## src/cpuPkg.sv

```systemverilog
package cpuPkg;

    typedef logic [31:0] word_t;   // bus, registers and memory data
    typedef logic [63:0] dword_t;  // full ALU result held in Z
    typedef logic [4:0]  opcode_t;

    // ALU operation codes
    localparam opcode_t opAdd  = 5'b00011;
    localparam opcode_t opSub  = 5'b00100;
    localparam opcode_t opAnd  = 5'b00101;
    localparam opcode_t opOr   = 5'b00110;
    localparam opcode_t opShr  = 5'b00111;
    localparam opcode_t opShra = 5'b01000;
    localparam opcode_t opShl  = 5'b01001;
    localparam opcode_t opRor  = 5'b01010;
    localparam opcode_t opRol  = 5'b01011;
    localparam opcode_t opMul  = 5'b01111;
    localparam opcode_t opDiv  = 5'b10000;
    localparam opcode_t opNeg  = 5'b10001;
    localparam opcode_t opNot  = 5'b10010;

endpackage

```

## src/memPort.sv

```systemverilog
`timescale 1ns/1ps

module memPort (
    input  logic          Clock,
    input  logic          rstN,
    input  cpuPkg::word_t bus,
    input  cpuPkg::word_t mdatain,
    input  logic          read,
    input  logic          mdrEnable,
    input  logic          marEnable,
    output cpuPkg::word_t mdrValue,
    output cpuPkg::word_t marValue
);
    import cpuPkg::*;

    word_t mdrIn;

    assign mdrIn = read ? mdatain : bus; // memory data during a read cycle

    always_ff @(posedge Clock or negedge rstN) begin
        if (!rstN) begin
            mdrValue <= '0;
        end else if (mdrEnable) begin
            mdrValue <= mdrIn;
        end
    end

    // address register, seen by memory directly
    always_ff @(posedge Clock or negedge rstN) begin
        if (!rstN) begin
            marValue <= '0;
        end else if (marEnable) begin
            marValue <= bus;
        end
    end

endmodule

```

## config.mk

```make
export PLATFORM = sky130hd
export DESIGN_NAME = memPort
export DESIGN_NICKNAME = d
export VERILOG_FILES = /design/src/cpuPkg.sv /design/src/memPort.sv
export SDC_FILE = /design/constraint.sdc
export NUM_CORES = 1
export LEC_CHECK = 0
export ABC_AREA = 1
export BUFFER_PORTS_ARGS = -buffer_cell sky130_fd_sc_hd__buf_2
export CELL_PAD_IN_SITES_DETAIL_PLACEMENT = 2
export CELL_PAD_IN_SITES_GLOBAL_PLACEMENT = 2
export CORE_AREA = 2 2 119 121
export CTS_CLUSTER_DIAMETER = 100
export DETAILED_ROUTE_END_ITERATION = 8
export DIE_AREA = 0 0 121 123
export PLACE_DENSITY_LB_ADDON = 0.1
export SLEW_MARGIN = 20
export SYNTH_ARGS = -nofsm -noshare
export SYNTH_HDL_FRONTEND = slang
export SYNTH_SLANG_ARGS = --single-unit
```

## constraint.sdc

```tcl
create_clock -name Clock -period 0.8 [get_ports Clock]
set_input_delay 0.08 -clock Clock [delete_from_list [all_inputs] [get_ports Clock]]
set_output_delay 0.08 -clock Clock [all_outputs]
set_load 0.02 [all_outputs]
```

# Word-level counts from Yosys, hierarchy flattened
# Cells that the tools add are included.
[classes]
muxes = 1
[ops]
columns = ["cell", "n"]
rows = [
  ["2-to-1 mux 32 bit", 1],
]
[word_totals]
elab_cells = 3
ff_bits = 64
input_bits = 69
out_inout_bits = 64

# Depth between registers and ports, before layout
[depth]
ltp_word = 1
depth_mapped = 6

# Worst setup path after synthesis
# OpenSTA, ideal clock, no wires.
[synth_timing]
path_type = "register to register"
startpoint = "reg, netlist name marValue[29]"
endpoint = "reg marValue[29]"
synth_period_minus_slack_ns = 0.710
setup_ns = 0.124
setup_slack_ns = 0.090
arrival_ns = 0.587
path_stages_with_launch = 3
n_path_buf = 0
path_cell_list = "dfrtp_1 nor2_1 a21oi_1"
[synth_rtl]
columns = ["item", "line_no", "source"]
rows = [
  ["end signal, assigned", "memPort.sv:33", "marValue <= bus;"],
  ["end, declared", "memPort.sv:12", "output cpuPkg::word_t marValue"],
]

# Worst setup path after layout
[layout_timing]
startpoint = "reg marValue[22]"
endpoint = "out marValue[22]"
# No word-level cell between the ends.

==> metrics.csv <==
metric;value;unit
status;finished with violations;
violated checks;setup timing;
Max Cap Violations;0;
Avg Synthesized Cell Area;7.81;um2
Hold Startpoint;bus[23];
Worst-path clk slew;0.06;ns
Lkg Pwr;2.70;nW
Layout area overhead;69.6;%
Crit Path Class;flop to output pin;
Final Cycle Share;120;%
io pins;133;
routed length per instance;15.2;um
Worst Hold Margin;0.0140;ns
WL final;11.1;mm
vias in the first global route;3281;
Worst Reg-to-Reg Cells;4;
Residual DRC;0;
crit path time final;0.956;ns
Worst EP required;0.72;ns
initial antenna violation count;0;
CTS Buf Count;9;
global-route wire length before repair;17.4;mm
worst stage delay on the critical path;0.41;ns
Post-DRT Antenna Nets;0;
yosys warns;0;
Post-Syn Area;2930;um2
Sequential Area;1600;um2
FFs w/ async S/R, synth;100;%
cell taking the most area after synthesis;dfrtp_1;
CP Launch Type;flop;
Slew headroom;82.4;%
Final Slew Violations;0;
most numerous cell in the Yosys netlist;nand2_1;
final hold violations;0;
Gate Count Post-Synth;375;
CP Cell Sequence;buf_6;
Hold/Removal Path Class;primary input to flop;
CP endpoint kind;output pin;
clk_skew;0;ns
Initial Util;21.5;%
total gr overflow;0;
R2R Path Start;marValue[13];
Total GRT Usage;15.3;%
via count;2990;
Setup WS post-layout;-0.156;ns
Pre-antenna DRT Iters;4;
largest net degree at the start of global routing;42;
pre-CTS setup slack;-0.0403;ns
detailed router's first-iteration violation count;96;
final instance area;4970;um2
clk root buf;clkbuf_16;
Top delay family on crit path;flip-flops;
flops & latches, synth;64;
actual slew at the worst max-slew pin;0.264;ns
gpl congestion;0.718;
Post-synth top cells;nand2_1, dfrtp_1, inv_1;
worst-skew pair later-pin latency;0.32;ns
die footprint;14900;um2
CTS Buffer Depth;2;
CP Buf/Inv Count;1;
CTS tree;yes;
fillers;1562;
Power Density;1990;nW/um2
clock power share;35.8;%
Switch Pwr;2.91;mW
post-detail-place hpwl;7.95;mm
crit path max fanout;2;
Mapped Nets;444;
Post-synth EDFFs;0;
Seq/Total Area, Yosys;54.7;%
worst hold path stage count;3;
Yosys cell types;11;
final setup vio count;70;
CP max-delay cell;dfrtp_1;
Placement Cell Area;3890;um2
layout cells sized above 1;39.6;%
RSZ-0062 raised after global routing;true;
Worst VDD drop;0.798;mV
clk sinks;64;
top cell type's share of synthesized area;54.7;%
TNS Setup;-8.72;ns
Die Wd;121;um
Cell Rows;43;
Vias/cell;4.07;
Sw Share;29.4;%
sequential power share;38.5;%
combinational share of power;25.7;%
top cells by area, synth;dfrtp_1, nand2_1, inv_1, a21oi_1, nand3_1;
core area;13600;um2
Vert. Die Dim;123;um
I/O Buffers;132;
WHS Endpoint;marValue[23];
reg2reg setup slack;-0.06;ns
fin nets;619;
Crit path arrival time;0.88;ns
Post-synth top flop;dfrtp_1;
P_int;6.98;mW
crit path from;marValue[22];
fmax;1050;MHz
H-tree depth;3;
area of the multi-input gates;1020;um2
R2R Path End;marValue[13];
-- cell families (layout without fill, tap and decap cells) --
group	count (synthesis)	after routing	synth area share [%]
and+or+nand+nor	192	192	26.0
buffers and inverters	87	265	13.8
DFF	64	64	54.7
AOI/OAI and AO/OA	32	32	5.47
other	0	1	0
-- layout make-up --
type	count	area share, %
tap	180	4.54
antenna	1	0.0504
inverter	66	5.04
clock buffer	13	5.04
sequential	64	32.3
multi-input combinational	224	20.5
timing repair buffer	185	32.5
clock inverter	1	0.101
-- worst max-delay path by stage --
| stage | to | slack [ns] | cells past startpoint |
|---|---|---|---|
| 2_1_floorplan | marValue[29] | 0.09 | 2 |
| 3_3_place_gp | mdrValue[18] | 0.009 | 5 |
| 3_5_place_dp | mdrValue[14] | -0.04 | 5 |
| 4_1_cts | marValue[8] | -0.17 | 1 |
| 5_1_grt | mdrValue[27] | -0.18 | 1 |
| 6_report | marValue[22] | -0.16 | 1 |
-- worst register-to-register path, cell delays in order (launching register included) --
cell     delay, ns
dfrtp_1       0.38
buf_4         0.13
buf_4         0.12
nor2_2        0.07
a21oi_1       0.04
-- per-layer routing --
layer	up-vias	wire length (um)	track usage, %
li1	1463	-	-
met1	1447	5070	19.4
met2	74	5370	26.0
met3	6	590	4.01
met4	0	103	3.92
met5	-	0	0
-- state kept, by name, indices dropped and copies added (netlist names) --
name	flops
mdrValue	32
marValue	32
-- placed cells by master, fill, tap and decap left out --
master | synthesis | layout
inv_1 | 64 | 63
dfrtp_1 | 64 | 64
nand2_2 | 0 | 7
buf_4 | 10 | 35
diode_2 | 0 | 1
buf_6 | 4 | 69
nor2_4 | 0 | 6
inv_4 | 1 | 1
a21oi_1 | 32 | 30
clkbuf_8 | 0 | 1
clkbuf_1 | 0 | 3
nor2_2 | 0 | 8
clkinv_2 | 0 | 1
dlygate4sd3_1 | 0 | 4
buf_12 | 0 | 10
buf_2 | 7 | 67
nand3_2 | 0 | 1
clkbuf_16 | 0 | 9
nand3_1 | 32 | 31
nor2_1 | 32 | 18
a21oi_2 | 0 | 2
inv_2 | 1 | 2
nand2_1 | 128 | 121
-- through the flow --
step,util [%],power (mW),instances
global route,36.5,10.4,733
global placement,28.6,5.61,680
floorplan,-,4.75,375
CTS,34.7,9.84,715
detailed placement,28.6,5.64,680
finish,36.5,9.89,734
-- power by group through the flow --
| stage | sequential [mW] | combinational [mW] | clock (mW) |
|---|---|---|---|
| floorplan | 4.17 | 0.577 | 0 |
| global placement | 3.79 | 1.82 | 0 |
| detailed placement | 3.79 | 1.85 | 0 |
| CTS | 3.81 | 2.37 | 3.65 |
| global route | 3.85 | 2.77 | 3.80 |
| finish | 3.81 | 2.54 | 3.54 |
-- repair_timing --
item,in CTS,in global routing
endpoints found under the hold margin,67,0
hold buffers,4,0
endpoints found under the setup margin,64,72
pin swaps,0,8
gates resized for setup,129,35
buffers inserted,17,20
No activity file was read; power rests on OpenSTA's default activity.
