## src/cpuPkg.sv

```systemverilog
package cpuPkg;

    typedef logic [31:0] word_t;   // bus, registers and memory data
    typedef logic [63:0] dword_t;  // full ALU result held in Z
    typedef logic [4:0]  opcode_t;

    // ALU operation codes
    localparam opcode_t opAdd  = 5'b00011;
    localparam opcode_t opSub  = 5'b00100;
    localparam opcode_t opAnd  = 5'b00101;
    localparam opcode_t opOr   = 5'b00110;
    localparam opcode_t opShr  = 5'b00111;
    localparam opcode_t opShra = 5'b01000;
    localparam opcode_t opShl  = 5'b01001;
    localparam opcode_t opRor  = 5'b01010;
    localparam opcode_t opRol  = 5'b01011;
    localparam opcode_t opMul  = 5'b01111;
    localparam opcode_t opDiv  = 5'b10000;
    localparam opcode_t opNeg  = 5'b10001;
    localparam opcode_t opNot  = 5'b10010;

endpackage

```

## src/registerFile.sv

```systemverilog
`timescale 1ns/1ps

module registerFile #(
    parameter int numRegs = 16
) (
    input  logic                 Clock,
    input  logic                 rstN,
    input  cpuPkg::word_t        bus,
    input  logic [numRegs-1:0]   regEnable,
    input  logic [numRegs-1:0]   regOut,
    output cpuPkg::word_t        regBusValue
);
    import cpuPkg::*;

    word_t regs [numRegs];

    // each register loads the bus on its own enable
    always_ff @(posedge Clock or negedge rstN) begin
        if (!rstN) begin
            for (int i = 0; i < numRegs; i++) begin
                regs[i] <= '0;
            end
        end else begin
            for (int i = 0; i < numRegs; i++) begin
                if (regEnable[i]) begin
                    regs[i] <= bus;
                end
            end
        end
    end

    // and-or read path, zero when no select is set
    always_comb begin
        regBusValue = '0;
        for (int i = 0; i < numRegs; i++) begin
            if (regOut[i]) begin
                regBusValue = regBusValue | regs[i];
            end
        end
    end

endmodule

```

## config.mk

```make
export PLATFORM = sky130hd
export DESIGN_NAME = registerFile
export DESIGN_NICKNAME = d
export VERILOG_FILES = /design/src/cpuPkg.sv /design/src/registerFile.sv
export SDC_FILE = /design/constraint.sdc
export NUM_CORES = 1
export LEC_CHECK = 0
export ABC_AREA = 1
export BUFFER_PORTS_ARGS = -buffer_cell sky130_fd_sc_hd__buf_2
export CORE_MARGIN = 5
export CORE_UTILIZATION = 45
export DETAILED_ROUTE_END_ITERATION = 6
export PLACE_DENSITY = 0.72
export REMOVE_ABC_BUFFERS = 1
export SKIP_CTS_REPAIR_TIMING = 1
export SLEW_MARGIN = 20
export SYNTH_ARGS = -nofsm -noshare
export SYNTH_HDL_FRONTEND = slang
export SYNTH_SLANG_ARGS = --single-unit
```

## constraint.sdc

```tcl
create_clock -name Clock -period 1 [get_ports Clock]
set_input_delay 0.05 -clock Clock [delete_from_list [all_inputs] [get_ports Clock]]
set_output_delay 0.05 -clock Clock [all_outputs]
set_load 0.05 [all_outputs]
```

After elaboration in Yosys (flattened, before gate mapping)
Index checks and enable logic that the tools add are counted.

Muxes and demuxes: 16. Bitwise operators: 15.

Operators with widths (number): $mux W32 (16); $or A32 B32 Y32 (15).

Bits in registers: 512. Output and inout port bits: 32. Logic and storage cells: 47.

Longest topological paths before layout
Depth after elaboration: 31. Depth in mapped cells: 7.

Worst setup path after synthesis
OpenSTA, ideal clock, no wires.

Path kind: flip-flop to output port. From: register regs[192] (netlist bit). To: output port regBusValue[0]. Arrival: 0.908 ns. Required time: 0.950 ns. Path slack: 0.042 ns. Stages on the path, launching flop included: 7. Path buffers: 0. Cell sequence: dfrtp_1 nand2_1 nand2_1 inv_1 nand2_1 nor2_1 nand2_1.

Longest elaborated chain between the ends: 14.

Ends and longest elaborated chain: start: declaration (RTL line registerFile.sv:15) `word_t regs [numRegs];`; start signal: indexed assignment (RTL line registerFile.sv:26) `regs[i] <= bus;`; $or A32 B32 Y32 * (RTL line registerFile.sv:37) `regBusValue = regBusValue | regs[i];`; $mux W32 * (RTL line registerFile.sv:36) `if (regOut[i]) begin`; $or A32 B32 Y32 (RTL line registerFile.sv:37); $mux W32 * (RTL line registerFile.sv:36); $or A32 B32 Y32 (RTL line registerFile.sv:37); $mux W32 * (RTL line registerFile.sv:36); $or A32 B32 Y32 (RTL line registerFile.sv:37); $mux W32 * (RTL line registerFile.sv:36); $or A32 B32 Y32 (RTL line registerFile.sv:37); $mux W32 * (RTL line registerFile.sv:36); $or A32 B32 Y32 (RTL line registerFile.sv:37); $mux W32 * (RTL line registerFile.sv:36); $or A32 B32 Y32 (RTL line registerFile.sv:37); $mux W32 * (RTL line registerFile.sv:36); end: declaration (RTL line registerFile.sv:11) `output cpuPkg::word_t regBusValue`.

Every way passes the cells marked *; elsewhere a longest branch is shown, timed or not.

Final worst setup path
From: register regs[413] (netlist bit). To: output port regBusValue[29].

Longest elaborated chain between the ends: 26.

Ends and longest elaborated chain (RTL line): $or A32 B32 Y32 * (registerFile.sv:37); $mux W32 * (registerFile.sv:36); $or A32 B32 Y32 (registerFile.sv:37); $mux W32 * (registerFile.sv:36); $or A32 B32 Y32 (registerFile.sv:37); $mux W32 * (registerFile.sv:36); $or A32 B32 Y32 (registerFile.sv:37); $mux W32 * (registerFile.sv:36); [10 not listed]; $or A32 B32 Y32 (registerFile.sv:37); $mux W32 * (registerFile.sv:36); $or A32 B32 Y32 (registerFile.sv:37); $mux W32 * (registerFile.sv:36); $or A32 B32 Y32 (registerFile.sv:37); $mux W32 * (registerFile.sv:36); $or A32 B32 Y32 (registerFile.sv:37); $mux W32 * (registerFile.sv:36).

Marked as above.

==> results.py <==
metrics = {
    "cells_and_area": {
        "max_flop_register": "regs",
        "finalInstanceArea_sq_mm": 0.0290,
        "drive_gt1_frac": 0.367,
        "seqCellArea_sq_mm": 0.0128,
        "reg_top3": "regs x512",
        "antenna_cells": 0,
        "largest_reg_flops": 512,
        "num-fill-cells": 4417,
        "final_nets": 2542,
        "area_growth_pct": 19.3,
        "multi_input_area_sq_mm": 0.00987,
    },
    "clocking": {
        "cts_sinks": 512,
        "cts_max_level": 2,
        "tritoncts": "built",
        "clkTransAtPathRegs_ps": 60,
        "cts_root_buf": "clkbuf_16",
        "cts_buffers": 53,
        "clk_latency_ps": 590,
        "clockBufferDepth": 3,
    },
    "global_route": {
        "grt_pass1_vias": 17233,
        "grt_max_degree": 69,
        "track_usage": 0.204,
        "antenna_found_initial": 0,
        "grt_pass1_wl_microns": 96500,
        "grt.overflow.total": 0,
    },
    "routing": {
        "firstDrtPassIters": 5,
        "drtIter0Drc": 1089,
        "viasPerCell": 5.17,
        "drc": 0,
        "wl_per_cell_microns": 18.8,
        "num_vias": 16584,
        "routed_wl_microns": 60400,
        "ant_nets": 0,
    },
    "setup_path": {
        "r2r_cells": 2,
        "path_cells": "nand2_1, nand2_1, inv_1, nand2_1, nor2_4, nand2_2, buf_6",
        "r2r_setup_slack_ps": 100,
        "worstPathMaxFanout": 2,
        "path_class": "reg -> out",
        "setup.worst_path.start_class": "flop",
        "cp.required_ps": 950,
        "reg2reg_to": "regs[505]$_DFFE_PN0P_",
        "cp-startpoint": "regs[413]$_DFFE_PN0P_",
        "reg2reg_from": "regs[505]$_DFFE_PN0P_",
        "setup.worst_path.end_class": "output port",
        "crit_arrival_ps": 1630,
        "slowest_stage": "dfrtp_1",
        "cp_common_cell": "nand2_1",
        "slowest_delay_ps": 370,
    },
    "power_and_ir_drop": {
        "ir_worst_vdd_mv": 1.20,
        "p_leak_nw": 14.1,
        "totalPowerFinal_w": 0.0517,
        "powerDensity_mw_per_mm2": 1780,
    },
    "timing": {
        "setup_viol_count_final": 32,
        "worst_clock_skew_ps": 0,
        "setup-tns-final_ps": -19730,
        "finalCritPeriodShare": 1.68,
        "rsz0062_at_grt": "true",
        "max_freq_mhz": 595,
        "setup_slack_ps": -680,
        "hold_slack_ps": -52.7,
        "hold_viol_final": 26,
        "slew_violations": 0,
        "worst_pin_slew_ps": 366,
        "period_minus_slack_ps": 1680,
        "relSlewSlack": 0.756,
    },
    "run_status": {
        "violations": "negative hold slack, negative setup slack",
        "status": "finished with violations",
    },
    "die": {
        "rows": 85,
        "die_x_microns": 242,
        "start_util": 0.453,
        "core_sq_mm": 0.0537,
        "die_area_sq_mm": 0.0588,
        "io_pins": 98,
        "die_h_microns": 242,
    },
    "place": {
        "dp.final_hpwl_microns": 40900,
        "port_buffers": 97,
        "gp_congestion": 0.845,
        "place_area_sq_mm": 0.0262,
    },
    "synthesis": {
        "synthCells": 2288,
        "ys_seq_elements": 512,
        "synth_seq_area_share": 0.527,
        "syn_area_per_cell_sq_um": 10.6,
        "syn_area_sq_mm": 0.0243,
        "synth_warnings": 0,
        "ys_types": 10,
    },
    "min_path": {
        "min_path_type": "in -> async",
    },
    "run": {
        "cap_violations": 0,
    },
}
[worst max-delay path, delay by kind of cell, from the launching register on]
family	cells	cell delay, ps
and+or+nand+nor	5	460
DFF	1	370
buffers and inverters	2	220
[routing by layer]
layer / vias to the layer above / wire length, microns / global-route usage
met2: 422 / 29700 / 0.343
met5: - / 0 / 0
li1: 7600 / - / -
met1: 8450 / 26100 / 0.273
met4: 0 / 1510 / 0.0621
met3: 112 / 3160 / 0.0335
[per-stage QoR]
step | utilization | instances | setup slack, ps
2_1_floorplan | - | 2144 | 42.4
3_3_place_gp | 0.488 | 3056 | -212
3_5_place_dp | 0.488 | 3056 | -211
4_1_cts | 0.521 | 3149 | -826
5_1_grt | 0.540 | 3210 | -778
6_report | 0.540 | 3210 | -680
[area by class of cell]
cell class	count	share of cell area
sequential	512	0.442
tap	696	0.0300
clock inverter	18	0.00781
inverter	192	0.0248
clock buffer	75	0.0520
timing repair buffer	277	0.103
multi-input combinational	1440	0.340
[cells in the mapped netlist]
cell type | count | area [sq um]
mux2_2 | 437 | 4920
nand2_1 | 832 | 3120
mux2_4 | 75 | 1130
buf_2 | 34 | 170
dfrtp_1 | 512 | 12800
inv_1 | 192 | 721
nor2_1 | 64 | 240
nand4_1 | 32 | 200
buf_6 | 78 | 878
clkbuf_1 | 32 | 120
[cell families after synthesis]
kind of cell / share of synthesized area
buffers and inverters: 0.0777
flip-flops: 0.527
multiplexers: 0.249
AND/OR/NAND/NOR: 0.147
[cells in the final DEF, fill, tap and decap left out]
cell	n
nand2_1	790
dfrtp_1	512
mux2_2	437
inv_1	182
buf_4	76
mux2_4	75
buf_12	66
buf_2	64
clkbuf_16	53
nand2_2	42
dlygate4sd3_1	39
nand4_1	32
nor2_2	28
nor2_1	25
buf_6	22
clkbuf_1	12
nor2_4	11
inv_2	10
clkbuf_8	10
buf_8	10
clkinv_2	9
bufinv_16	5
clkinvlp_4	3
clkinv_4	1
[report_power, final]
part	switching, W	total (W)	internal [W]
Combinational	0.00403	0.00793	0.00390
Clock	0.00808	0.0198	0.0117
Sequential	0.00110	0.0239	0.0228
Total	0.0132	0.0517	0.0384
[worst max path at each step]
| stage | depth (start not counted) | slack [ps] | to |
|---|---|---|---|
| finish | 7 | -680 | regBusValue[29] |
| global route | 7 | -780 | regBusValue[29] |
| CTS | 7 | -830 | regBusValue[18] |
| detailed placement | 8 | -210 | regBusValue[7] |
| global placement | 8 | -210 | regBusValue[7] |
| floorplan | 6 | 40 | regBusValue[0] |
(Power assumes the default switching activity.)
