--- src/cpuPkg.sv ---
package cpuPkg;

    typedef logic [31:0] word_t;   // bus, registers and memory data
    typedef logic [63:0] dword_t;  // full ALU result held in Z
    typedef logic [4:0]  opcode_t;

    // ALU operation codes
    localparam opcode_t opAdd  = 5'b00011;
    localparam opcode_t opSub  = 5'b00100;
    localparam opcode_t opAnd  = 5'b00101;
    localparam opcode_t opOr   = 5'b00110;
    localparam opcode_t opShr  = 5'b00111;
    localparam opcode_t opShra = 5'b01000;
    localparam opcode_t opShl  = 5'b01001;
    localparam opcode_t opRor  = 5'b01010;
    localparam opcode_t opRol  = 5'b01011;
    localparam opcode_t opMul  = 5'b01111;
    localparam opcode_t opDiv  = 5'b10000;
    localparam opcode_t opNeg  = 5'b10001;
    localparam opcode_t opNot  = 5'b10010;

endpackage

--- src/busMux.sv ---
`timescale 1ns/1ps

module busMux (
    input  cpuPkg::word_t regBusValue,
    input  logic          regSel,
    input  logic          pcOut,
    input  logic          zLowOut,
    input  logic          zHighOut,
    input  logic          hiOut,
    input  logic          loOut,
    input  logic          mdrOut,
    input  cpuPkg::word_t pcValue,
    input  cpuPkg::word_t zLowValue,
    input  cpuPkg::word_t zHighValue,
    input  cpuPkg::word_t hiValue,
    input  cpuPkg::word_t loValue,
    input  cpuPkg::word_t mdrValue,
    output cpuPkg::word_t bus
);
    import cpuPkg::*;

    localparam int wordBits = $bits(word_t);

    word_t regTerm;
    word_t pcTerm;
    word_t zLowTerm;
    word_t zHighTerm;
    word_t hiTerm;
    word_t loTerm;
    word_t mdrTerm;

    // each source is masked by its own select
    assign regTerm   = {wordBits{regSel}}   & regBusValue;
    assign pcTerm    = {wordBits{pcOut}}    & pcValue;
    assign zLowTerm  = {wordBits{zLowOut}}  & zLowValue;
    assign zHighTerm = {wordBits{zHighOut}} & zHighValue;
    assign hiTerm    = {wordBits{hiOut}}    & hiValue;
    assign loTerm    = {wordBits{loOut}}    & loValue;
    assign mdrTerm   = {wordBits{mdrOut}}   & mdrValue;

    // all-zero selects leave the bus at zero
    assign bus = regTerm | pcTerm | zLowTerm | zHighTerm | hiTerm | loTerm | mdrTerm;

endmodule

--- config.mk ---
export PLATFORM = sky130hd
export DESIGN_NAME = busMux
export DESIGN_NICKNAME = d
export VERILOG_FILES = /design/src/cpuPkg.sv /design/src/busMux.sv
export SDC_FILE = /design/constraint.sdc
export NUM_CORES = 1
export LEC_CHECK = 0
export BUFFER_PORTS_ARGS = -buffer_cell sky130_fd_sc_hd__buf_4
export CORE_AREA = 2 2 101 103
export DETAILED_ROUTE_END_ITERATION = 8
export DIE_AREA = 0 0 103 105
export SLEW_MARGIN = 25
export SYNTH_ARGS = -nofsm -noshare
export SYNTH_HDL_FRONTEND = slang
export SYNTH_SLANG_ARGS = --single-unit
--- constraint.sdc ---
create_clock -name vclk -period 1.4
set_input_delay 0.14 -clock vclk [all_inputs]
set_output_delay 0.14 -clock vclk [all_outputs]
set_load 0.01 [all_outputs]
# Word level (Yosys, flattened, before mapping)

Index checks and enable logic that the tools add are counted.

Bitwise logic cells: 13

Operator list:

| cell               | count |
|---|---|
| 32-bit bitwise AND | 7 |
| 32-bit OR          | 6 |

Input port bits: 231
Output and inout port bits: 32
Register bits: 0
Word-level logic and storage cells: 13

# Logic depth before layout (Yosys ltp)

Gate-level depths: netlist (run 1).

Word-level depth: 7
Gate-level depth with buffers: 3
Mapped depth without buffers: 2

# Least setup slack after synthesis (run 1)

No wires, ideal clock.

Path kind: input to output
From: input port loOut
To: output port bus[10]
Stages: 3
Path buffers: 1
Arrival time: 0.729 ns
Path slack: 0.531 ns
Data required time: 1.260 ns
Cells stage by stage: buf_4 -> a222oi_1 -> nand3_1

Longest elaborated chain between the ends: 3

Ends and longest elaborated chain:

| item                   | RTL line     | text |
|---|---|---|
| from (decl)            | busMux.sv:10 | `input logic loOut,` |
| 32-bit bitwise AND     | busMux.sv:38 | `assign loTerm = {wordBits{loOut}} & loValue;` |
| 32-bit OR (2 in a row) | busMux.sv:42 | `assign bus = regTerm \| pcTerm \| zLowTerm \| zHighTerm \| hiTerm \| loTerm \| mdrTerm;` |
| to (decl)              | busMux.sv:18 | `output cpuPkg::word_t bus` |

Every way passes these cells.

# Final worst setup path (run 1)

From: input port hiOut
To: output port bus[31]

Longest elaborated chain between the ends: 4

Ends and longest elaborated chain:

| item                   | RTL line     | text |
|---|---|---|
| from (decl)            | busMux.sv:9  | `input logic hiOut,` |
| 32-bit bitwise AND     | busMux.sv:37 | `assign hiTerm = {wordBits{hiOut}} & hiValue;` |
| 32-bit OR (3 in a row) | busMux.sv:42 |  |

Every way passes these cells.

==> impl.org, run 1 <==
** Yosys
- Count of mapped cells out of synthesis :: 149
- Number of library cell types mapped by synthesis :: 6
- Dividing the synthesized area by the synthesized cell count gives around 7.4 sq um.
- By area the synthesized netlist is led by a22oi_1 44%, a222oi_1 29%, nand3_1 15%, buf_2 6.8%, buf_6 4.1%.
- Cell accounting for the most synthesized area :: a22oi_1
- The mapped netlist covers 1100 sq um.
- Post-synth top area share :: 0.438
- The share of the Yosys chip area taken by registers is 0.
- The Yosys step of the flow raised 0 warnings.
- Synthesis produced a netlist with a net count of 380.

** Route
- For this run, design rule violations remaining after detail routing come to 0.
- The detailed router finished its first iteration with 202 violations.
- The final layout contains routed wiring with a total length of around 9.0 mm.
- After detailed routing, the average wire length per cell comes to 17.2 microns.
- In this run the remaining antenna-violating nets after routing total 0.
- Post-DR vias/cell :: 4.90
- The first detailed-routing pass took 5 iterations.
- Across all layers, the routed design uses 2,566 vias.

** Clock tree
- The number of hold buffers added after CTS was 0.
- Total of cells resized after clock tree synthesis :: 0
- Once the clock tree was built, the setup fixing pass inserted 0 buffers.

** Place
- Detailed placer's ending HPWL :: 6.98 mm
- The congestion estimate from routability-driven global placement came to 0.917.
- Input/output buffers :: 263

** GRT
- Initial antenna violation count :: 0
- After global routing the overflow that remains totals 0.
- The first global-routing pass estimated 12.8 mm of wire.
- Via count of the first global-routing pass :: 2,562
- In the global route stage, overall resource usage came out at 0.145.
- Entering global routing, the biggest net connects 33 pins.

** Floorplanning
- Die boundary height :: ~110 microns
- The initial utilization of the core area, before any placement, comes to 0.114.
- The die covers 10,800 sq um.
- Std-Cell Rows :: 36
- about 260 I/O pins were placed.
- The floorplan step set the die width to 103 microns.
- Core area :: 9640 sq um

** Pwr
- Power Density :: between 300 and 400 nW/um^2
- Across the VDD grid, the largest voltage drop is 0.000193 V.
- The completed layout was analyzed and its total power is 953 uW.
- Leakage component of the power :: 1.53 nW

** STA
- In the finished design, the share of the clock period the worst path needs comes to 0.910.
- Static timing analysis puts the maximum clock frequency at 785 MHz.
- Clock period minus worst slack :: 1270 ps
- Total negative setup slack :: 0 ps
- Slew @ Worst Pin :: 421 ps
- Headroom to the max-slew limit came out at 0.719.
- Final-report max-slew violation count :: 0
- Final hold violation count :: 0
- Final setup fails :: 0
- Setup repair after global routing left no endpoint under its margin.

** Final layout
- Sequential cell area in the final layout :: 0 sq um
- In the final layout, the share of cells above drive strength 1 is 0.673.
- Antenna diode count :: 0
- The design has 0 sequential cells.
- Total of clock buffers placed in the layout :: 0
- Most frequent cells in the layout :: 263 x buf_4, 64 x a22oi_1, 32 x a222oi_1, 32 x nand3_1
- Most common library cell in the layout ignoring fill and taps :: buf_4
- Synth-to-Final Area Change :: 183%
- Total Nets Final :: 624
- Once layout is complete, the utilization of the core stands at 0.322.

** Min path
- Worst hold-check path type :: in -> out

** Setup path
- STA classifies the critical path startpoint as a primary input.
- Critical path capture point type :: output port
- Data arrival time of the critical path :: 1130 ps
- By startpoint and endpoint, the worst setup path is classified as in -> out.
- Required time at the worst-slack endpoint :: roughly 1300 ps
- Of all nets on the critical path, the largest fanout is 32.

** Run
- Number of max-capacitance violations reported :: 0

** Outcome
- Run status :: finished clean
-- Yosys cell counts (all sizes together) --
library cell	number
nand3	32
a222oi	32
a22oi	64
buf	21
-- metrics by stage --
stage	hold slack (ps)	setup WS (ps)	std cells	cell area (sq um)
floorplan	430	531	149	1100
global placement	582	134	524	3100
detailed placement	588	127	524	3100
CTS	588	129	524	3100
global route	602	108	524	3100
finish	583	126	524	3100
-- path summary, 6_finish.rpt --
| kind | start | end | cells past startpoint |
|---|---|---|---|
| max | hiOut | bus[31] | 4 |
| min | mdrValue[0] | bus[0] | 4 |
-- cells by family after synthesis --
| family | share of synthesized area |
|---|---|
| compound gates | 0.731 |
| buf+inv | 0.123 |
| simple gates | 0.146 |
-- worst max-delay path, stage by stage --
cell and delay (ps):
buf_4 230, a222oi_1 460, nand3_1 120, buf_4 170
-- where the power goes --
group          switching (mW)  total [mW]  internal (mW)
registers                   0           0              0
logic                   0.348       0.953          0.604
clock network               0           0              0
-- cell type report --
| type | count | area (sq um) |
|---|---|---|
| timing repair buffer | 263 | 1970 |
| multi-input combinational | 128 | 961 |
| tap | 133 | 166 |
| fill | 1046 | 6540 |
-- layer usage --
metal	global-route usage	up-vias	wire length (microns)
li1	-	1198	-
met3	0.0227	10	925
met5	0	-	0
met1	0.161	1184	3300
met2	0.287	174	4690
met4	0.0160	0	109
Power figures use the tool's default switching activity.
==> run 2: changes to the inputs <==
==> constraint.sdc (replaced) <==
create_clock -name vclk -period 1.4
set_input_delay 0.14 -clock vclk [all_inputs]
set_output_delay 0.14 -clock vclk [all_outputs]
set_load 0.005 [all_outputs]
==> run 2 against run 1 <==
Worst hold slack lost 10 ps. Die area is the same. Cell count is the same. Core utilization is the same. Combinational power shrank 2.5%. Critical endpoint is now bus[27].
==> impl.org, run 2 (synthesized netlist as in run 1, its figures left out) <==
** Setup path
- Counting buffers and inverters, the worst setup path is 4 cells deep.
- The largest single stage delay on the critical path is 450 ps.
- Data arrives at the worst endpoint at 1110 ps.
- Slowest stage cell on the critical path :: a222oi_1
- In this run the worst setup path terminates at bus[27].
- In this design, the critical path's most frequently occurring cell is buf_4.
- Critical Path Source Type :: primary input
- Worst-path maximum fanout :: 32
- Cell breakdown of the critical path :: buf_4 -> a222oi_1 -> nand3_1 -> buf_4
- Buf+Inv Stages, Crit Path :: 2
- CP delay by family, top :: compound AO/OA/AOI/OAI gates
- STA classifies the critical path endpoint as an output port.
- Crit Path Class :: in -> out
- For the worst setup path, the data required time is 1260 ps.
- Worst Setup SP :: hiOut

** Pwr
- Clock group share of total power :: 0
- Summed over all nets, the switching power comes to 326 uW.
- Dividing total power by cell area gives a power density of roughly 300 nW/um^2.
- The analysis attributes to cell leakage a power of 1.53 nW.
- The internal portion of the total power is 603 uW.
- Peak supply drop :: about 0.00022 V
- Relative contribution of sequential cells to total power :: 0
- Of the total power, the share spent switching nets is 0.351.
- The share of total power dissipated in combinational logic is 1.000.

** Route
- In this run the remaining antenna-violating nets after routing total 0.
- DR pass1 iterations :: 6
- Iteration-0 DRC count of the detailed router :: ~250
- After detailed routing, the average wire length per cell comes to 17.1 microns.
- Across all layers, the routed design uses 2,581 vias.
- Post-DR vias/cell :: 4.93
- Detailed Route WL :: 8.96 mm
- For this run, design rule violations remaining after detail routing come to 0.

** Final layout
- The layout has 0 clock buffers.
- Post-route standard cell area excluding fillers :: 3100 sq um
- Synth-to-Final Area Change :: 183%
- In the final design database the tool counted ~620 nets.
- The top cell types in the final layout, fill and taps aside, are 263 x buf_4, 64 x a22oi_1, 32 x a222oi_1, 32 x nand3_1.
- Fraction of layout instances using a drive strength above 1 :: 0.673
- The repair_antennas step left the layout with diodes totalling 0.
- The design has 0 sequential cells.
- Leaving out fill and tap cells, the most frequent cell in the layout is buf_4.
- Across the whole layout, storage elements account for 0 sq um.
- The filler cells instantiated in the layout total 1,050.
- The multi-input combinational cells in the finished layout cover a total of roughly 960 sq um.

** Clock tree
- Post-CTS setup repair buffer count :: 0
- In this run, post-CTS repair resized a total of 0 instances.
- Hold-fix buffer count after cts :: 0

** Run
- Number of max-capacitance violations reported :: 0

** Floorplanning
- From bottom edge to top edge, the die measures 105 microns.
- For this configuration, the core starts out at a cell density of 0.114.
- Measured along the x axis, the die boundary spans 103 microns.
- Core area :: between 9000 and 10,000 sq um
- The die covers approximately 11,000 sq um.
- The floorplan has 36 rows.
- IO Pins :: between 200 and 300

** STA
- Unrepaired setup endpoints after global routing :: false
- The number of hold violations in the final report was 0.
- Dividing the final minimum period by the clock period gives 0.891.
- Final-report max-slew violation count :: 0
- Final setup fails :: 0
- Static timing analysis puts the maximum clock frequency at about 800 MHz.
- The clock period could shrink to 1250 ps.
- Setup total negative slack on the finished layout was measured at 0 ps.
- For the pin with the worst max-slew slack, the measured transition is between 400 and 500 ps.
- Max transition margin :: 0.718

** Min path
- Worst hold-check path type :: in -> out

** GRT
- Via count of the first global-routing pass :: 2,618
- The first global-routing pass estimated 12.9 mm of wire.
- The number of antenna violations at the first check in global routing was 0.
- Largest net degree at the start of global routing :: 33
- Residual overflow from global routing :: 0
- Total Routing Usage GR :: 0.145

** Place
- Placer's final routability congestion estimate :: about 0.92
- Detailed placer's ending HPWL :: 6.95 mm
- The count of buffers added on input and output ports is 263.
- The placed instances occupy a cell area of ~3100 sq um.

** Outcome
- Run status :: finished clean
run 2: cell counts in the layout (fill, tap and decap cells not counted):
No cell type changed its count.
run 2: worst min path at each step:
stage / from / endpoint / depth (start not counted)
after global routing: mdrValue[0] / bus[0] / 4
after CTS: mdrValue[11] / bus[11] / 4
after floorplan: mdrValue[0] / bus[0] / 2
after detailed placement: mdrValue[11] / bus[11] / 4
final: mdrValue[0] / bus[0] / 4
after global placement: mdrValue[9] / bus[9] / 4
run 2: tightest hold or removal path, cell delays in order:
cell,delay (ps)
buf_4,80
a222oi_1,50
nand3_1,70
buf_4,100
run 2: layer usage:
metal  track usage  wire length (microns)  vias up
met5             0                      0        -
met4        0.0150                     87        0
met3        0.0161                    900        8
met2         0.284                   4650      181
met1         0.168                   3320     1194
li1              -                      -     1198
run 2: area by class of cell:
class / count / share of cell area
multi-input cells: 128 / 0.310
well taps: 133 / 0.0537
repair buffers: 263 / 0.637
run 2: through the flow:
stage / hold WS, ps / setup WS, ps / util / power, mW / cells
CTS: 577 / 136 / 0.322 / 0.929 / 524
floorplan: 397 / 576 / - / 0.292 / 149
detailed placement: 576 / 136 / 0.322 / 0.927 / 524
global placement: 571 / 143 / 0.322 / 0.917 / 524
finish: 572 / 152 / 0.322 / 0.929 / 524
global route: 593 / 119 / 0.322 / 1.00 / 524
run 2: power by group through the flow:
stage	Combinational [mW]	Clock, mW	Sequential, mW
2_1_floorplan	0.292	0	0
3_3_place_gp	0.917	0	0
3_5_place_dp	0.927	0	0
4_1_cts	0.929	0	0
5_1_grt	1.00	0	0
6_report	0.929	0	0
