`src/cpuPkg.sv`:
```
package cpuPkg;

    typedef logic [31:0] word_t;   // bus, registers and memory data
    typedef logic [63:0] dword_t;  // full ALU result held in Z
    typedef logic [4:0]  opcode_t;

    // ALU operation codes
    localparam opcode_t opAdd  = 5'b00011;
    localparam opcode_t opSub  = 5'b00100;
    localparam opcode_t opAnd  = 5'b00101;
    localparam opcode_t opOr   = 5'b00110;
    localparam opcode_t opShr  = 5'b00111;
    localparam opcode_t opShra = 5'b01000;
    localparam opcode_t opShl  = 5'b01001;
    localparam opcode_t opRor  = 5'b01010;
    localparam opcode_t opRol  = 5'b01011;
    localparam opcode_t opMul  = 5'b01111;
    localparam opcode_t opDiv  = 5'b10000;
    localparam opcode_t opNeg  = 5'b10001;
    localparam opcode_t opNot  = 5'b10010;

endpackage

```
`src/specialRegs.sv`:
```
`timescale 1ns/1ps

module specialRegs (
    input  logic          Clock,
    input  logic          rstN,
    input  cpuPkg::word_t bus,
    input  logic          pcEnable,
    input  logic          incPc,
    input  logic          irEnable,
    input  logic          hiEnable,
    input  logic          loEnable,
    output cpuPkg::word_t pcValue,
    output cpuPkg::word_t irValue,
    output cpuPkg::word_t hiValue,
    output cpuPkg::word_t loValue
);
    import cpuPkg::*;

    word_t pcNext;

    assign pcNext = incPc ? pcValue + word_t'(1) : bus; // increment or jump target

    always_ff @(posedge Clock or negedge rstN) begin
        if (!rstN) begin
            pcValue <= '0;
        end else if (pcEnable) begin
            pcValue <= pcNext;
        end
    end

    always_ff @(posedge Clock or negedge rstN) begin
        if (!rstN) begin
            irValue <= '0;
            hiValue <= '0;
            loValue <= '0;
        end else begin
            if (irEnable) begin
                irValue <= bus; // held for the decoder
            end
            if (hiEnable) begin
                hiValue <= bus;
            end
            if (loEnable) begin
                loValue <= bus;
            end
        end
    end

endmodule

```
`config.mk`:
```
export PLATFORM = sky130hd
export DESIGN_NAME = specialRegs
export DESIGN_NICKNAME = d
export VERILOG_FILES = /design/src/cpuPkg.sv /design/src/specialRegs.sv
export SDC_FILE = /design/constraint.sdc
export NUM_CORES = 1
export LEC_CHECK = 0
export BUFFER_PORTS_ARGS = -buffer_cell sky130_fd_sc_hd__buf_4
export CAP_MARGIN = 40
export CORE_AREA = 10 10 117 119
export DETAILED_ROUTE_END_ITERATION = 6
export DIE_AREA = 0 0 127 129
export GPL_ROUTABILITY_DRIVEN = 0
export GPL_TIMING_DRIVEN = 0
export HOLD_SLACK_MARGIN = 0.12
export PLACE_DENSITY = 0.79
export SKIP_LAST_GASP = 1
export SYNTH_ARGS = -nofsm -noshare
export SYNTH_HDL_FRONTEND = slang
export SYNTH_SLANG_ARGS = --single-unit
```
`constraint.sdc`:
```
create_clock -name Clock -period 3.7 [get_ports Clock]
set_input_delay 0.185 -clock Clock [delete_from_list [all_inputs] [get_ports Clock]]
set_output_delay 0.185 -clock Clock [all_outputs]
set_load 0.1 [all_outputs]
```
Word level (Yosys, flattened, before mapping)
Index checks and enable logic that the tools add are counted.
Widths: inputs -> output; s select.
{"block": "word_totals", "mem_count": 0, "register_bits": 128, "rom_bits": 0, "inputBits": 39, "latch_bits": 0, "wordCells": 6, "out_inout_bits": 128, "mem_bits_rw": 0}
{"block": "classes", "n_reduce_logical": 0, "n_div": 0, "muxes": 1, "addsub": 1, "multipliers": 0, "order_cmp": 0, "bitwise_logic": 0, "n_eq_ne": 0, "shifts": 0}
{"cell": "$add 32x1->32 const B", "n": 1}
{"cell": "$mux 32", "n": 1}

Depth between registers and ports, before layout
Gate-level depths: netlist of run 1.
{"block": "logic_depth", "depth_word": 2, "depth_mapped": 7, "depth_no_buf": 6}

Worst setup path after synthesis of run 1
No wires, ideal clock.
{"block": "synth_path", "path_type": "flip-flop to flip-flop", "start": "register pcValue[0]", "end": "register pcValue[22]", "t_arrival_ps": 2426, "slack_ps": 1200, "stages_incl_launch_ff": 8, "path_buffers": 1, "cell_sequence": "dfrtp_1 > ha_1 > and4_1 > buf_2 > and2_4 > nand4_1 > or4_1 > nand3_1"}
{"block": "synth_between", "elab_chain_cells": 2}
{"element": "start, declared", "line": "specialRegs.sv:12", "rtl": "output cpuPkg::word_t pcValue,"}
{"element": "start signal, assigned", "line": "specialRegs.sv:27", "rtl": "pcValue <= pcNext;"}
{"element": "$add 32x1->32", "line": "specialRegs.sv:21", "rtl": "assign pcNext = incPc ? pcValue + word_t'(1) : bus;"}
{"element": "$mux 32", "line": "specialRegs.sv:21"}
No other way between the ends.
A chain may end at the register's enable or synchronous reset.

Worst setup path in the final report of run 1
Ends and elaborated chain as after synthesis.

==> reports/metrics.csv, run 1 <==
stage;metric;value;unit
worst_setup_path;start_kind;register;
synth;syn_avg_cell_area;12.5;µm²
synth;synth_area;5640;µm²
synth;yosysTopAreaCellShare;56.8;%
floorplan;core_area;11300;µm²
synth;yosysWarningCount;0;
sta;max_freq;480;MHz
placed_design;dp_cells;760;
pwr;p_int;0.00306;W
placed_design;hpwl;12.5;mm
floorplan;die_w;127;µm
cts;post_cts_buffers;0;
cells_and_area;fillers;782;
synth;ys.flop_type;dfrtp_1;
worst_setup_path;critPathCaptureType;register;
worst_setup_path;crit_arrival;2.42;ns
floorplan;io_pins;167;
cts;clkTransAtPathRegs;0.06;ns
sta;worst_pin_slew;0.809;ns
sta;setup_viol;0;
synth;ys_seq_elements;128;
cells_and_area;areaGrowthSynthToFinish;41.7;%
synth;synth_most_common_cell;dfrtp_1;
cells_and_area;diodes;0;
floorplan;fp-row-count;39;
detailed_routing;dr.pass1.iters;5;
sta;setup_ws;1.62;ns
sta;grt_setup_unrepaired;no;
grt;grt_antenna_before_repair;0;
pwr;total_power;0.00523;W
grt;grt_pass1_wl;28.0;mm
cells_and_area;drive_gt1_share;44.4;%
detailed_routing;ant_nets;0;
cts;clk_path_buf_depth;2;
pwr;peakVddDrop;468;µV
floorplan;dieArea;16400;µm²
pwr;switching_power;0.00217;W
synth;seq_area_frac_synth;56.8;%
pwr;combPwrFrac;36.4;%
placed_design;portBuffers;163;
cts;ctsResizeCount;0;
cts;cts_made_buffers;17;
synth;synth_cell_types;49;
outcome;status;finished clean;
synth;netlist_top_cells_area;dfrtp_1 (57%), mux2_2 (19%), a21oi_1 (2.5%), o22ai_1 (1.8%), nand2_1 (1.7%);
sta;slew_headroom;46.1;%
pwr;seqPwrFrac;32.4;%
synth;synthTopCellsByCount;dfrtp_1 (128), mux2_2 (97), a21oi_1 (28);
synth;synth_cells;453;
detailed_routing;remaining_drc_errors;0;
synth;synth_edf_count;0;
cells_and_area;nets;709;
detailed_routing;drt_iter0_drc;405;
pwr;power_density;654;nW/µm²
grt;grt_pass1_vias;4922;
hold_path;hold_path.class;primary input to register;
cts;cts.sinks;128;
sta;tns;0;ns
placed_design;pre_cts_slack;1.66;ns
grt;grt_max_degree;91;
synth;syn_nets;493;
grt;track_usage;21.6;%
detailed_routing;vias;4787;
job;drv_cap;0;
cts;htree_levels;4;
cts;cts_root_buffer;clkbuf_16;
floorplan;initial_utilization;49.8;%
sta;fin_worst_skew;0.00756;ns
worst_setup_path;critPathMaxFanout;8;
synth;synthArstFlopShare;100;%
pwr;power.leakage;3.55;nW
detailed_routing;wl;17.6;mm
detailed_routing;viasPerCell;5.80;
detailed_routing;wl_per_cell;21.4;µm
sta;drv_slew;0;
cts;cts_tree;built;
sta;finalCritPeriodShare;56.3;%
cts;clock_latency;0.41;ns
worst_setup_path;worstPathRequired;4.04;ns
cells_and_area;multi_input_area;2320;µm²
floorplan;fp.dieH;129;µm
grt;overflow;0;
sta;hold_violations;0;
sta;min_period;2.08;ns
pwr;clkPwrFrac;31.2;%
synth;yosys.area.top_type;dfrtp_1;
cells_and_area;seqCellArea;3200;µm²
pwr;switching_share;41.6;%
cells_and_area;finalNonFillerCells;825;
worst_setup_path;critPathKind;register to register;
through the flow:
stage | util (%) | hold WS [ns] | area, µm²
5_1_grt | 70.6 | 0.197 | 7990
2_1_floorplan | - | -0.111 | 5640
3_3_place_gp | 62.2 | 0.435 | 7040
4_1_cts | 70.6 | 0.183 | 7990
6_report | 70.6 | 0.204 | 7990
3_5_place_dp | 62.5 | 0.114 | 7070
power groups by stage:
stage / Clock, W / Sequential [W] / Combinational, W
4_1_cts: 0.00166 / 0.00169 / 0.00190
2_1_floorplan: 0 / 0.00283 / 0.000283
3_5_place_dp: 0 / 0.00171 / 0.00187
3_3_place_gp: 0 / 0.00170 / 0.00185
6_report: 0.00163 / 0.00170 / 0.00190
5_1_grt: 0.00173 / 0.00172 / 0.00196
cell type report:
| type | instances | area share [%] |
|---|---|---|
| repair buffers | 197 | 19.8 |
| plain buffers | 28 | 1.35 |
| multi-input cells | 295 | 29.1 |
| well taps | 143 | 2.24 |
| flip-flops and latches | 128 | 40.1 |
| inverters | 2 | 0.0939 |
| clock inverters | 5 | 0.939 |
| clock buffers | 27 | 6.42 |
cells by family (layout without fill, tap and decap cells):
kind of cell / count (synthesis) / after routing / synth area share [%]
AOI/OAI and AO/OA: 87 / 87 / 9.89
adders and majority gates: 1 / 1 / 0.222
buffers and inverters: 30 / 259 / 2.04
DFF: 128 / 128 / 56.8
muxes: 101 / 101 / 20.1
and+or+nand+nor: 106 / 106 / 11.0
registers in the layout, summed over array words and instances, names as in the netlist:
| register | count |
|---|---|
| hiValue | 32 |
| irValue | 32 |
| loValue | 32 |
| pcValue | 32 |
worst max-delay path, cell delays in order, from the launching register on:
cell and delay [ns]:
dfrtp_1 0.47, ha_1 0.25, and4_1 0.21, buf_2 0.21, and2_4 0.21, nand4_1 0.15
or4_1 0.43, nand3_1 0.09
path summary, 6_finish.rpt:
path	from	to	slack, ns	depth (start not counted)
max	pcValue[0]	pcValue[22]	1.62	7
min	hiEnable	hiValue[31]	0.20	2
max reg2reg	pcValue[0]	pcValue[22]	1.62	7
min reg2reg	hiValue[10]	hiValue[10]	0.50	1
max in group asynchronous	rstN	irValue[13]	2.69	3
min in group asynchronous	rstN	hiValue[2]	0.24	2
routing by layer:
metal	GRT usage (%)	share of wire [%]	up-vias
met1	24.9	37	2375
met5	0	0	-
li1	-	-	2125
met2	35.7	50	254
met4	7.30	2.4	0
met3	8.71	11	33
cell usage in the layout, fill, tap and decap left out, types with 3 or more instances in the layout:
master	n
buf_4	162
dfrtp_1	128
mux2_2	97
dlygate4sd3_1	33
a21oi_1	28
nand2_1	26
clkbuf_1	18
clkbuf_16	17
nand3_1	16
o22ai_1	16
nor2_1	15
buf_1	13
o21ai_0	13
nand4_1	12
a2bb2oi_1	10
and3_1	9
clkbuf_8	5
nand2b_1	4
mux2i_1	4
and4_1	3
a31oi_1	3
nor3_1	3
o221ai_1	3
clkinv_2	3
timing repair:
item                                    CTS  global route
endpoints found under the hold margin   169             0
hold buffers                             33             0
endpoints found under the setup margin    0             0
No activity file was read; power rests on OpenSTA's default activity.
==> run 2: changes to the inputs <==
==> constraint.sdc (replaced) <==
create_clock -name Clock -period 2 [get_ports Clock]
set_input_delay 0.1 -clock Clock [delete_from_list [all_inputs] [get_ports Clock]]
set_output_delay 0.1 -clock Clock [all_outputs]
set_load 0.1 [all_outputs]
==> reports/metrics.csv, run 2 (synthesis results as in run 1) <==
stage;metric;value;unit
outcome;status;finished clean;
cts;cts.sinks;128;
hold_path;hold_path_end;irValue[0];
cells_and_area;nets;717;
worst_setup_path;critPathMaxFanout;6;
floorplan;die_w;127;µm
worst_setup_path;critical_path.cell_chain;ha_4 -> and4_1 -> buf_6 -> and2_4 -> nand4_1 -> or4_1 -> nand3_1;
cells_and_area;multi_input_area;2330;µm²
floorplan;core_area;11300;µm²
cells_and_area;final_util;71.2;%
hold_path;min-delay-start;irEnable;
cts;cts_root_buffer;clkbuf_16;
grt;overflow;0;
sta;setup_viol;0;
detailed_routing;ant_nets;0;
cts;clock_latency;0.41;ns
detailed_routing;met1_length;6.51;mm
worst_setup_path;slowest_delay;0.56;ns
sta;worst_pin_slew;0.773;ns
detailed_routing;wl_per_cell;21.1;µm
grt;grt_antenna_before_repair;0;
cells_and_area;fillers;796;
worst_setup_path;crit_arrival;2.26;ns
cts;cts_tree;built;
pwr;peakVddDrop;756;µV
worst_setup_path;r2r_end;pcValue[22];
detailed_routing;viasPerCell;5.78;
cells_and_area;mostFrequentLayoutCells;buf_4 (168), dfrtp_1 (101), mux2_2 (97), dlygate4sd3_1 (35), a21oi_1 (28);
grt;grt_pass1_wl;27.5;mm
cells_and_area;diodes;0;
cells_and_area;areaGrowthSynthToFinish;42.9;%
worst_setup_path;worst-path-buf-inv;1;
hold_path;hold_path.class;primary input to register;
floorplan;io_pins;167;
worst_setup_path;reg2regPathDepth;7;
worst_setup_path;rr_startpoint;pcValue[1];
cells_and_area;final_common_cell;buf_4;
grt;grt_max_degree;73;
sta;max_freq;521;MHz
floorplan;fp-row-count;39;
detailed_routing;remaining_drc_errors;0;
grt;grt_pass1_vias;4942;
sta;drv_slew;0;
job;drv_cap;0;
grt;track_usage;21.2;%
floorplan;initial_utilization;49.8;%
floorplan;fp.dieH;129;µm
worst_setup_path;worstPathRequired;2.34;ns
pwr;power.leakage;3.54;nW
sta;hold_violations;0;
detailed_routing;dr.max_layer_used;met4;
worst_setup_path;critical-path-top-delay-family;simple AND/OR/NAND/NOR gates;
cts;htree_levels;4;
detailed_routing;drt_iter0_drc;403;
detailed_routing;met3WireLength;1.90;mm
cts;cts_made_buffers;17;
hold_path;worstHoldPathCells;2;
sta;slew_headroom;48.5;%
sta;min_period;1.92;ns
detailed_routing;wl;17.6;mm
cts;clkTransAtPathRegs;0.05;ns
detailed_routing;vias;4818;
detailed_routing;dr.pass1.iters;5;
worst_setup_path;rrSetupSlack;0.08;ns
placed_design;hpwl;12.6;mm
worst_setup_path;cpMaxStageDelayCell;or4_1;
placed_design;post_dp_cell_area;7110;µm²
cells_and_area;seqCellArea;3240;µm²
sta;fin_worst_skew;0.00688;ns
worst_setup_path;start_kind;register;
cells_and_area;design_area;8060;µm²
placed_design;portBuffers;163;
sta;finalCritPeriodShare;96.0;%
worst_setup_path;critPathKind;register to register;
cells_and_area;drive_gt1_share;48.7;%
cts;clk_path_buf_depth;2;
worst_setup_path;critPathCaptureType;register;
detailed_routing;wl_met2;8.80;mm
pwr;power_density;1180;nW/µm²
floorplan;dieArea;16400;µm²
[run 2: changes by cell type in the layout (fill, tap and decap cells not counted), sizes merged]
cell and change:
dlygate4sd3 +2, buf +6, bufinv -1, clkinv +3
clkbuf -2
[run 2: final cells by class]
cell class	count	area share, %
multi-input cells	295	29.0
inverters	2	0.0931
plain buffers	28	1.41
clock inverters	7	0.745
flip-flops and latches	128	40.2
well taps	143	2.22
repair buffers	205	20.5
clock buffers	25	5.90
[run 2: worst max-delay path by stage]
stage | slack (ns) | depth (start not counted) | to | startpoint
after floorplan | -0.04 | 7 | pcValue[22] | pcValue[1]
after global placement | 0.02 | 7 | pcValue[22] | pcValue[0]
after detailed placement | -0.01 | 7 | pcValue[22] | pcValue[0]
after CTS | 0.03 | 7 | pcValue[22] | pcValue[0]
after global routing | -0.01 | 5 | pcValue[25] | pcValue[2]
final | 0.08 | 7 | pcValue[22] | pcValue[1]
[run 2: metrics by stage]
step	TNS [ns]	setup slack (ns)	hold WS, ns	std cells	total power [W]
final	0	0.0801	0.140	833	0.00951
after global routing	-0.0112	-0.0112	0.138	833	0.00984
after CTS	0	0.0307	0.129	827	0.00954
after detailed placement	-0.0120	-0.0120	0.0977	760	0.00666
after global placement	0	0.0181	0.350	759	0.00659
after floorplan	-0.0606	-0.0383	-0.196	453	0.00577
[run 2: report_power, final]
part / total, W / internal [W] / switching [W]
clock network: 0.00280 / 0.00176 / 0.00104
registers: 0.00316 / 0.00290 / 0.000262
logic: 0.00355 / 0.000811 / 0.00274
[run 2: what timing repair did]
action,CTS,global route
endpoints found under the hold margin,182,0
resized for setup,1,4
endpoints found under the setup margin,1,2
cloned,0,0
hold buffers,35,0
setup buffers,0,6
pin swaps,0,4
[run 2: per-layer routing]
layer / vias to the layer above / track usage [%]
li1: 2143 / -
met1: 2387 / 24.3
met2: 262 / 35.2
met3: 26 / 9.08
met4: 0 / 6.90
met5: - / 0
